$ cat src/include/uart_cmd_cfg.svh
`ifndef UART_CMD_CFG_SVH
`define UART_CMD_CFG_SVH

// System clocks per oversampling tick
`define UART_TICK_DIV    27

// Data bits per frame, LSB first
`define UART_DATA_BITS   8

// Oversampling ticks spent in the stop bit
`define UART_STOP_TICKS  16

// FIFO address width, 16 entries
`define RX_FIFO_AW       4

`endif

$ cat src/rtl/uart_cmd_pkg.sv
`include "uart_cmd_cfg.svh"

package uart_cmd_pkg;

   ////////////////////////////////////////
   // Receiver FSM states
   ////////////////////////////////////////
   typedef enum logic [1:0]
   {
      RX_IDLE  = 2'b00,
      RX_START = 2'b01,
      RX_DATA  = 2'b10,
      RX_STOP  = 2'b11
   } rx_state_t;

   // Opcode bytes, ASCII letters
   typedef enum logic [7:0]
   {
      OP_SET = 8'h53,
      OP_ADD = 8'h41,
      OP_CLR = 8'h43
   } cmd_op_t;

   // Executor states
   typedef enum logic
   {
      EX_OPCODE  = 1'b0,
      EX_OPERAND = 1'b1
   } exec_state_t;

   // One received byte plus its stop-bit status
   typedef struct packed
   {
      logic                        frame_err;
      logic [`UART_DATA_BITS-1:0]  data;
   } rx_entry_t;

endpackage

$ cat src/rtl/baud_tick_gen.sv
`timescale 1ns/1ps
`include "uart_cmd_cfg.svh"

module baud_tick_gen
   (
   input  logic  i_clk,
   input  logic  reset,
   output logic  s_tick
   );

   localparam int DIV   = `UART_TICK_DIV;
   localparam int CNT_W = $clog2(DIV);

   // Free-running divider count
   logic [CNT_W-1:0]  cnt;

   // Last count of the period
   assign s_tick = (cnt == CNT_W'(DIV - 1));

   ////////////////////////////////////////
   // Divider
   ////////////////////////////////////////
   always_ff @(posedge i_clk or posedge reset)
   begin
      if (reset)
      begin
         cnt <= '0;
      end
      else if (s_tick)
      begin
         // Wrap and start next period
         cnt <= '0;
      end
      else
      begin
         cnt <= cnt + 1'b1;
      end
   end

endmodule

$ cat src/rtl/uart_rx.sv
`timescale 1ns/1ps
`include "uart_cmd_cfg.svh"

module uart_rx
   (
   input  logic                     i_clk,
   input  logic                     reset,
   input  logic                     rx,
   input  logic                     s_tick,
   output logic                     rx_done_tick,
   output uart_cmd_pkg::rx_entry_t  rx_entry
   );

   localparam int DB   = `UART_DATA_BITS;
   localparam int SB   = `UART_STOP_TICKS;
   localparam int N_W  = $clog2(DB);
   // Tick counter must reach 15 for data bits
   localparam int S_W  = ($clog2(SB) > 4) ? $clog2(SB) : 4;

   uart_cmd_pkg::rx_state_t  state_reg, state_next;
   logic [S_W-1:0]           s_reg, s_next;
   logic [N_W-1:0]           n_reg, n_next;
   logic [DB-1:0]            buffer, buffer_next;
   logic                     ferr_reg, ferr_next;
   logic                     done_next;
   // Line synchronizer and edge history
   logic                     rx_meta, rx_sync, rx_prev;

   ////////////////////////////////////////
   // Control registers
   ////////////////////////////////////////
   always_ff @(posedge i_clk or posedge reset)
   begin
      if (reset)
      begin
         state_reg    <= uart_cmd_pkg::RX_IDLE;
         s_reg        <= '0;
         n_reg        <= '0;
         rx_done_tick <= 1'b0;
         // Idle line is high
         rx_meta      <= 1'b1;
         rx_sync      <= 1'b1;
         rx_prev      <= 1'b1;
      end
      else
      begin
         state_reg    <= state_next;
         s_reg        <= s_next;
         n_reg        <= n_next;
         rx_done_tick <= done_next;
         rx_meta      <= rx;
         rx_sync      <= rx_meta;
         rx_prev      <= rx_sync;
      end
   end

   // Shift register and stop status
   always_ff @(posedge i_clk)
   begin
      buffer   <= buffer_next;
      ferr_reg <= ferr_next;
   end

   ////////////////////////////////////////
   // Next-state logic
   ////////////////////////////////////////
   always_comb
   begin
      state_next  = state_reg;
      s_next      = s_reg;
      n_next      = n_reg;
      buffer_next = buffer;
      ferr_next   = ferr_reg;
      done_next   = 1'b0;
      case (state_reg)
         uart_cmd_pkg::RX_IDLE:
            // Only a falling edge starts a frame so a low line after a bad stop is ignored
            if (rx_prev && !rx_sync)
            begin
               state_next = uart_cmd_pkg::RX_START;
               s_next     = '0;
            end
         uart_cmd_pkg::RX_START:
            if (s_tick)
            begin
               if (s_reg == S_W'(7))
               begin
                  // High at mid start bit means a glitch
                  if (rx_sync)
                  begin
                     state_next = uart_cmd_pkg::RX_IDLE;
                  end
                  else
                  begin
                     state_next = uart_cmd_pkg::RX_DATA;
                     s_next     = '0;
                     n_next     = '0;
                  end
               end
               else
               begin
                  s_next = s_reg + 1'b1;
               end
            end
         uart_cmd_pkg::RX_DATA:
            if (s_tick)
            begin
               if (s_reg == S_W'(15))
               begin
                  s_next      = '0;
                  // LSB arrives first
                  buffer_next = {rx_sync, buffer[DB-1:1]};
                  if (n_reg == N_W'(DB - 1))
                  begin
                     state_next = uart_cmd_pkg::RX_STOP;
                  end
                  else
                  begin
                     n_next = n_reg + 1'b1;
                  end
               end
               else
               begin
                  s_next = s_reg + 1'b1;
               end
            end
         uart_cmd_pkg::RX_STOP:
            if (s_tick)
            begin
               if (s_reg == S_W'(SB - 1))
               begin
                  // Low line at mid stop bit flags the frame
                  state_next = uart_cmd_pkg::RX_IDLE;
                  ferr_next  = !rx_sync;
                  done_next  = 1'b1;
               end
               else
               begin
                  s_next = s_reg + 1'b1;
               end
            end
         default:
            state_next = uart_cmd_pkg::RX_IDLE;
      endcase
   end

   // Entry is stable while the done tick is high
   assign rx_entry.frame_err = ferr_reg;
   assign rx_entry.data      = buffer;

   // Bit timing counts one step per tick so ticks must be single-cycle pulses
   tick_single: assert property (@(posedge i_clk) disable iff (reset)
      s_tick |=> !s_tick);

endmodule

$ cat src/rtl/rx_fifo.sv
`timescale 1ns/1ps
`include "uart_cmd_cfg.svh"

module rx_fifo
   (
   input  logic                     i_clk,
   input  logic                     reset,
   input  logic                     push,
   input  uart_cmd_pkg::rx_entry_t  push_entry,
   input  logic                     pop,
   output uart_cmd_pkg::rx_entry_t  head,
   output logic                     empty,
   output logic                     overflow
   );

   localparam int AW    = `RX_FIFO_AW;
   localparam int DEPTH = 1 << AW;

   // Storage
   uart_cmd_pkg::rx_entry_t  mem [0:DEPTH-1];

   // Extra MSB separates full from empty
   logic [AW:0]  wr_ptr, rd_ptr;
   logic         full;
   logic         do_push, do_pop;

   assign empty = (wr_ptr == rd_ptr);
   assign full  = (wr_ptr[AW] != rd_ptr[AW]) && (wr_ptr[AW-1:0] == rd_ptr[AW-1:0]);

   // Push when full is dropped
   assign do_push = push && !full;
   assign do_pop  = pop && !empty;

   ////////////////////////////////////////
   // Storage write
   ////////////////////////////////////////
   always_ff @(posedge i_clk)
   begin
      if (do_push)
      begin
         mem[wr_ptr[AW-1:0]] <= push_entry;
      end
   end

   // Show-ahead read of the oldest entry
   assign head = mem[rd_ptr[AW-1:0]];

   ////////////////////////////////////////
   // Pointers and overflow
   ////////////////////////////////////////
   always_ff @(posedge i_clk or posedge reset)
   begin
      if (reset)
      begin
         wr_ptr   <= '0;
         rd_ptr   <= '0;
         overflow <= 1'b0;
      end
      else
      begin
         if (do_push)
         begin
            wr_ptr <= wr_ptr + 1'b1;
         end
         if (do_pop)
         begin
            rd_ptr <= rd_ptr + 1'b1;
         end
         // Sticky until reset
         if (push && full)
         begin
            overflow <= 1'b1;
         end
      end
   end

   // Consumer only pops a valid head
   no_pop_empty: assert property (@(posedge i_clk) disable iff (reset)
      pop |-> !empty);

endmodule

$ cat src/rtl/cmd_exec.sv
`timescale 1ns/1ps

module cmd_exec
   (
   input  logic                     i_clk,
   input  logic                     reset,
   input  uart_cmd_pkg::rx_entry_t  head,
   input  logic                     empty,
   output logic                     pop,
   output logic [7:0]               acc_value,
   output logic                     cmd_done,
   output logic [7:0]               bad_count
   );

   uart_cmd_pkg::exec_state_t  state_reg, state_next;
   uart_cmd_pkg::cmd_op_t      op_reg, op_next;
   logic [7:0]                 acc_next;
   logic                       done_next;
   // Bad opcode or flagged frame this cycle
   logic                       bad_hit;

   // Take every entry as soon as it shows
   assign pop = !empty;

   ////////////////////////////////////////
   // Decode
   ////////////////////////////////////////
   always_comb
   begin
      state_next = state_reg;
      op_next    = op_reg;
      acc_next   = acc_value;
      done_next  = 1'b0;
      bad_hit    = 1'b0;
      if (pop)
      begin
         case (state_reg)
            uart_cmd_pkg::EX_OPCODE:
               if (head.frame_err)
               begin
                  bad_hit = 1'b1;
               end
               else
               begin
                  case (head.data)
                     uart_cmd_pkg::OP_CLR:
                     begin
                        // No operand
                        acc_next  = '0;
                        done_next = 1'b1;
                     end
                     uart_cmd_pkg::OP_SET:
                     begin
                        op_next    = uart_cmd_pkg::OP_SET;
                        state_next = uart_cmd_pkg::EX_OPERAND;
                     end
                     uart_cmd_pkg::OP_ADD:
                     begin
                        op_next    = uart_cmd_pkg::OP_ADD;
                        state_next = uart_cmd_pkg::EX_OPERAND;
                     end
                     default:
                        bad_hit = 1'b1;
                  endcase
               end
            uart_cmd_pkg::EX_OPERAND:
            begin
               // Back to opcode either way
               state_next = uart_cmd_pkg::EX_OPCODE;
               if (head.frame_err)
               begin
                  bad_hit = 1'b1;
               end
               else
               begin
                  // Add wraps modulo 256
                  if (op_reg == uart_cmd_pkg::OP_ADD)
                     acc_next = acc_value + head.data;
                  else
                     acc_next = head.data;
                  done_next = 1'b1;
               end
            end
         endcase
      end
   end

   ////////////////////////////////////////
   // State and accumulator
   ////////////////////////////////////////
   always_ff @(posedge i_clk or posedge reset)
   begin
      if (reset)
      begin
         state_reg <= uart_cmd_pkg::EX_OPCODE;
         op_reg    <= uart_cmd_pkg::OP_SET;
         acc_value <= '0;
         cmd_done  <= 1'b0;
         bad_count <= '0;
      end
      else
      begin
         state_reg <= state_next;
         op_reg    <= op_next;
         acc_value <= acc_next;
         cmd_done  <= done_next;
         // Saturate at 255
         if (bad_hit && (bad_count != 8'hFF))
         begin
            bad_count <= bad_count + 1'b1;
         end
      end
   end

   // Frames arrive far apart, so completions never run back to back
   done_single: assert property (@(posedge i_clk) disable iff (reset)
      cmd_done |=> !cmd_done);

endmodule

$ cat src/rtl/uart_cmd_top.sv
`timescale 1ns/1ps

module uart_cmd_top
   (
   input  logic        i_clk,
   input  logic        reset,
   input  logic        rx,
   output logic [7:0]  acc_value,
   output logic        cmd_done,
   output logic [7:0]  bad_count,
   output logic        overflow
   );

   ////////////////////////////////////////
   // Interconnect
   ////////////////////////////////////////
   logic                     s_tick;
   // Receiver to FIFO
   logic                     rx_done_tick;
   uart_cmd_pkg::rx_entry_t  rx_entry;
   // FIFO to executor
   uart_cmd_pkg::rx_entry_t  head;
   logic                     empty;
   logic                     pop;

   // Oversampling tick, 16 per bit
   baud_tick_gen baud_tick_gen_inst
   (
      .i_clk   (i_clk),
      .reset   (reset),
      .s_tick  (s_tick)
   );

   // Serial line to bytes
   uart_rx uart_rx_inst
   (
      .i_clk         (i_clk),
      .reset         (reset),
      .rx            (rx),
      .s_tick        (s_tick),
      .rx_done_tick  (rx_done_tick),
      .rx_entry      (rx_entry)
   );

   // Byte buffer, done tick is the write strobe
   rx_fifo rx_fifo_inst
   (
      .i_clk       (i_clk),
      .reset       (reset),
      .push        (rx_done_tick),
      .push_entry  (rx_entry),
      .pop         (pop),
      .head        (head),
      .empty       (empty),
      .overflow    (overflow)
   );

   // Command parser and accumulator
   cmd_exec cmd_exec_inst
   (
      .i_clk      (i_clk),
      .reset      (reset),
      .head       (head),
      .empty      (empty),
      .pop        (pop),
      .acc_value  (acc_value),
      .cmd_done   (cmd_done),
      .bad_count  (bad_count)
   );

endmodule

$ cat config.mk
export PLATFORM = sky130hd
export DESIGN_NAME = uart_cmd_top
export DESIGN_NICKNAME = d
export VERILOG_FILES = /design/src/rtl/uart_cmd_pkg.sv /design/src/rtl/baud_tick_gen.sv /design/src/rtl/uart_rx.sv /design/src/rtl/rx_fifo.sv /design/src/rtl/cmd_exec.sv /design/src/rtl/uart_cmd_top.sv
export VERILOG_INCLUDE_DIRS = /design/src /design/src/include
export SDC_FILE = /design/constraint.sdc
export NUM_CORES = 1
export LEC_CHECK = 0
export ABC_AREA = 1
export ABC_CLOCK_PERIOD_IN_PS = 3600
export BUFFER_PORTS_ARGS = -buffer_cell sky130_fd_sc_hd__buf_2
export CAP_MARGIN = 15
export CORE_AREA = 4 4 156 113
export DETAILED_ROUTE_END_ITERATION = 7
export DIE_AREA = 0 0 160 117
export PLACE_DENSITY = 0.86
export SKIP_LAST_GASP = 1
export SLEW_MARGIN = 20
export SYNTH_ARGS = -nofsm -noshare
export SYNTH_HDL_FRONTEND = slang
export SYNTH_SLANG_ARGS = --single-unit
$ cat constraint.sdc
create_clock -name i_clk -period 3.6 [get_ports i_clk]
set_clock_uncertainty 0.15 [all_clocks]
set_input_delay 0.18 -clock i_clk [delete_from_list [all_inputs] [get_ports i_clk]]
set_output_delay 0.18 -clock i_clk [all_outputs]
set_load 0.01 [all_outputs]
==> impl_metrics.py <==
metrics = {
    "layout": {
        "final_layout_size_suffix_gt1_share_pct": 11.1,
        "final_util_pct": 63.3,
        "area_growth_pct": 10.4,
        "layout.cells.non_filler": 1148,
        "seq_area_um2": 5800,
        "n_antenna_cell": 0,
        "nFillCells": 1194,
        "largest_reg_flops": 144,
        "final_nets": 952,
        "multiInputGateArea_um2": 2850,
    },
    "route": {
        "wire_per_inst_um": 17.5,
        "drc": 0,
        "drt_wl_total_um": 20100,
        "ant_nets": 0,
        "num_vias": 6442,
        "viasPerCell": 5.61,
        "dr.pass1.iters": 5,
        "drtIter0Drc": 793,
    },
    "setup_path": {
        "path_cells": "clkinv_2 > nor2_1 > o21ai_1 > nand2_1 > nand2_1 > nand2_1 > nor2_1 > inv_1 > ha_1 > nand2_1 > a21oi_1 > a211oi_1 > nand2_1 > nand2_1 > nand3_1 > xor2_1 > nand4_1 > o21ai_0",
        "start_kind": "flip-flop",
        "critPathMaxStageDelay_ns": 0.44,
        "crit_arrival_ns": 3.51,
        "path_delay_family": "simple AND/OR/NAND/NOR gates",
        "cp_max_fo": 32,
        "crit_top_cell": "nand2_1",
        "worst_ep_required_time_ns": 3.82,
        "cpMaxStageDelayCell": "clkinv_2",
        "critPathBufInv": 2,
        "path_class": "reg -> reg",
        "setup.worst_path.end_class": "flip-flop",
    },
    "yosys": {
        "synth_fp_nets": 926,
        "netlist_top_cells_area": "edfxtp_1 (50%), dfrtp_1 (12%), nand2_1 (10%), nor2_1 (4.3%), inv_1 (3.7%)",
        "synth_edf_count": 153,
        "yosysUniqueCellTypes": 40,
        "synth-seq-cells": 201,
        "ys.flop_type": "edfxtp_1",
        "syn_inst": 904,
        "async_reset_ff_share_pct": 23.9,
        "synth_top_area_share_pct": 49.7,
        "synthesis.area_um2": 9240,
        "avgSynthCellArea_um2": 10.2,
        "ys_seq_area_share_pct": 62.8,
        "synth_largest_area_cell": "edfxtp_1",
        "yosysWarnings": 0,
    },
    "power_and_ir_drop": {
        "p_leak_nw": 4.33,
        "power.density_nw_per_um2": 684,
        "ir_drop_mv": 0.528,
    },
    "placement": {
        "pre_cts_slack_ns": 0.253,
        "dp_cells": 1112,
        "detailed_place_hpwl_um": 12800,
        "gp_congestion": 0.921,
        "port_buffers": 20,
    },
    "floorplanning": {
        "ios": 21,
        "coreArea_um2": 16100,
        "fp.dieW_um": 160,
        "die_area_um2": 18700,
        "die_y_um": 117,
        "rows": 39,
        "initial_core_util_pct": 57.4,
    },
    "clock_tree": {
        "clk_pin_slew_ns": 0.06,
        "numClockSinks": 201,
        "cts_tree": "yes",
        "post_cts_buffers": 0,
        "clk_latency_ns": 0.50,
        "h-tree-depth": 1,
        "cts_root_buffer": "clkbuf_16",
        "cts_buffers": 19,
        "clk_path_buf_depth": 3,
    },
    "global_route": {
        "antenna_found_initial": 0,
        "grt_pass1_vias": 6152,
        "grt_use_total_pct": 21.9,
        "grt_max_degree": 49,
        "grt_overflow_total": 0,
        "grt_pass1_wl_um": 32200,
    },
    "sta": {
        "final_max_slew_viol_count": 0,
        "slew_headroom_pct": 36.0,
        "layout_min_cycle_time_ns": 3.30,
        "setup_tns_ns": 0,
        "setup_ws_ns": 0.303,
        "timing.final.crit_share_pct": 91.6,
        "fmax_mhz": 303,
        "rsz0062_at_grt": "no",
        "worst_pin_slew_ns": 0.957,
        "setup_viol": 0,
        "timing.hold.ws_ns": 0.175,
        "hold_viol": 0,
    },
    "run_status": {
        "status": "complete, no violations",
    },
    "job": {
        "drv_cap": 0,
    },
    "min_path": {
        "hp-class": "in -> reg",
    },
}
-- area by class of cell --
class                      count  area share, %
timing repair buffer          34           2.22
clock buffer                  26           5.56
multi-input combinational    577           28.0
clock inverter                 8           1.17
tap                          205           2.52
inverter                      97           3.62
sequential                   201           56.9
-- path summary, 6_finish.rpt --
check | startpoint | to | slack, ns | cells after the start
max reg2reg | rx_fifo_inst.rd_ptr[1]$_DFFE_PP0P_ | cmd_exec_inst.acc_value[7]$_DFFE_PP0P_ | 0.30 | 18
min | rx | uart_rx_inst.rx_meta$_DFF_PP1_ | 0.18 | 2
max in group asynchronous | reset | rx_fifo_inst.rd_ptr[2]$_DFFE_PP0P_ | 2.53 | 3
min reg2reg | uart_rx_inst.rx_meta$_DFF_PP1_ | uart_rx_inst.rx_sync$_DFF_PP1_ | 0.20 | 0
max | rx_fifo_inst.rd_ptr[1]$_DFFE_PP0P_ | cmd_exec_inst.acc_value[7]$_DFFE_PP0P_ | 0.30 | 18
min in group asynchronous | reset | cmd_exec_inst.bad_count[0]$_DFFE_PP0P_ | 0.23 | 3
-- power by group --
part | internal (W) | switching, W
logic | 0.000685 | 0.00148
registers | 0.00254 | 0.0000854
clock network | 0.00132 | 0.000856
total | 0.00455 | 0.00242
-- cells by family (layout without fill, tap and decap cells) --
kind of cell    after synthesis  in the layout  share of synthesized area, %
compound gates               88             88                          5.37
xor+xnor                     25             25                          2.37
fa+ha+maj                    19             19                          2.66
buf+inv                     126            165                          6.29
flops                       201            201                          62.8
mux                           1              1                         0.122
simple gates                444            444                          20.4
-- per-layer routing --
metal  wire length [um]  vias up  track usage [%]
li1                   -     3031                -
met1               8630     3067             31.5
met5                  0        -                0
met2               8970      303             34.5
met4                452        0             6.19
met3               2050       41             4.45
-- worst reg2reg max path: cells and delay by family, from the launching register on --
kind,cells,cell delay [ns]
AOI/OAI and AO/OA,4,0.46
buffers and inverters,2,0.54
DFF,1,0.42
xor gates and xnor gates,1,0.17
adders and majority gates,1,0.28
and+or+nand+nor,10,1.18
-- what timing repair did --
| item | in CTS | in global routing |
|---|---|---|
| hold buffers | 2 | 0 |
| hold endpoints to repair | 45 | 0 |
| gates resized for setup | 0 | 5 |
| setup endpoints to repair | 0 | 1 |
-- through the flow --
stage	instance area [um^2]	total power, W
floorplan	9240	0.00437
global placement	9480	0.00470
detailed placement	9480	0.00476
CTS	10200	0.00694
global route	10200	0.00736
finish	10200	0.00697
-- synthesized netlist by cell type (9+ instances only) --
library cell  number
dfrtp_1           44
nand4_1           16
edfxtp_1         153
nor2_1           107
xnor2_1           10
o21ai_0           27
xor2_1            15
nand2_2            9
inv_1             91
nand3_1           47
a21oi_1           20
o21ai_1           23
buf_6              9
ha_1              18
nand2_1          245
-- cell usage in the layout, fill, tap and decap left out, types with 6 or more instances in the layout --
cell	netlist	final
a21oi_1	20	20
buf_2	8	20
buf_4	8	10
clkbuf_16	0	20
dfrtp_1	44	42
edfxtp_1	153	153
ha_1	18	18
inv_1	91	89
nand2_1	245	245
nand2_2	9	9
nand3_1	47	47
nand4_1	16	16
nor2_1	107	107
nor3_1	6	6
o21ai_0	27	27
o21ai_1	23	23
xnor2_1	10	10
xor2_1	15	15
No activity file was read; power rests on OpenSTA's default activity.
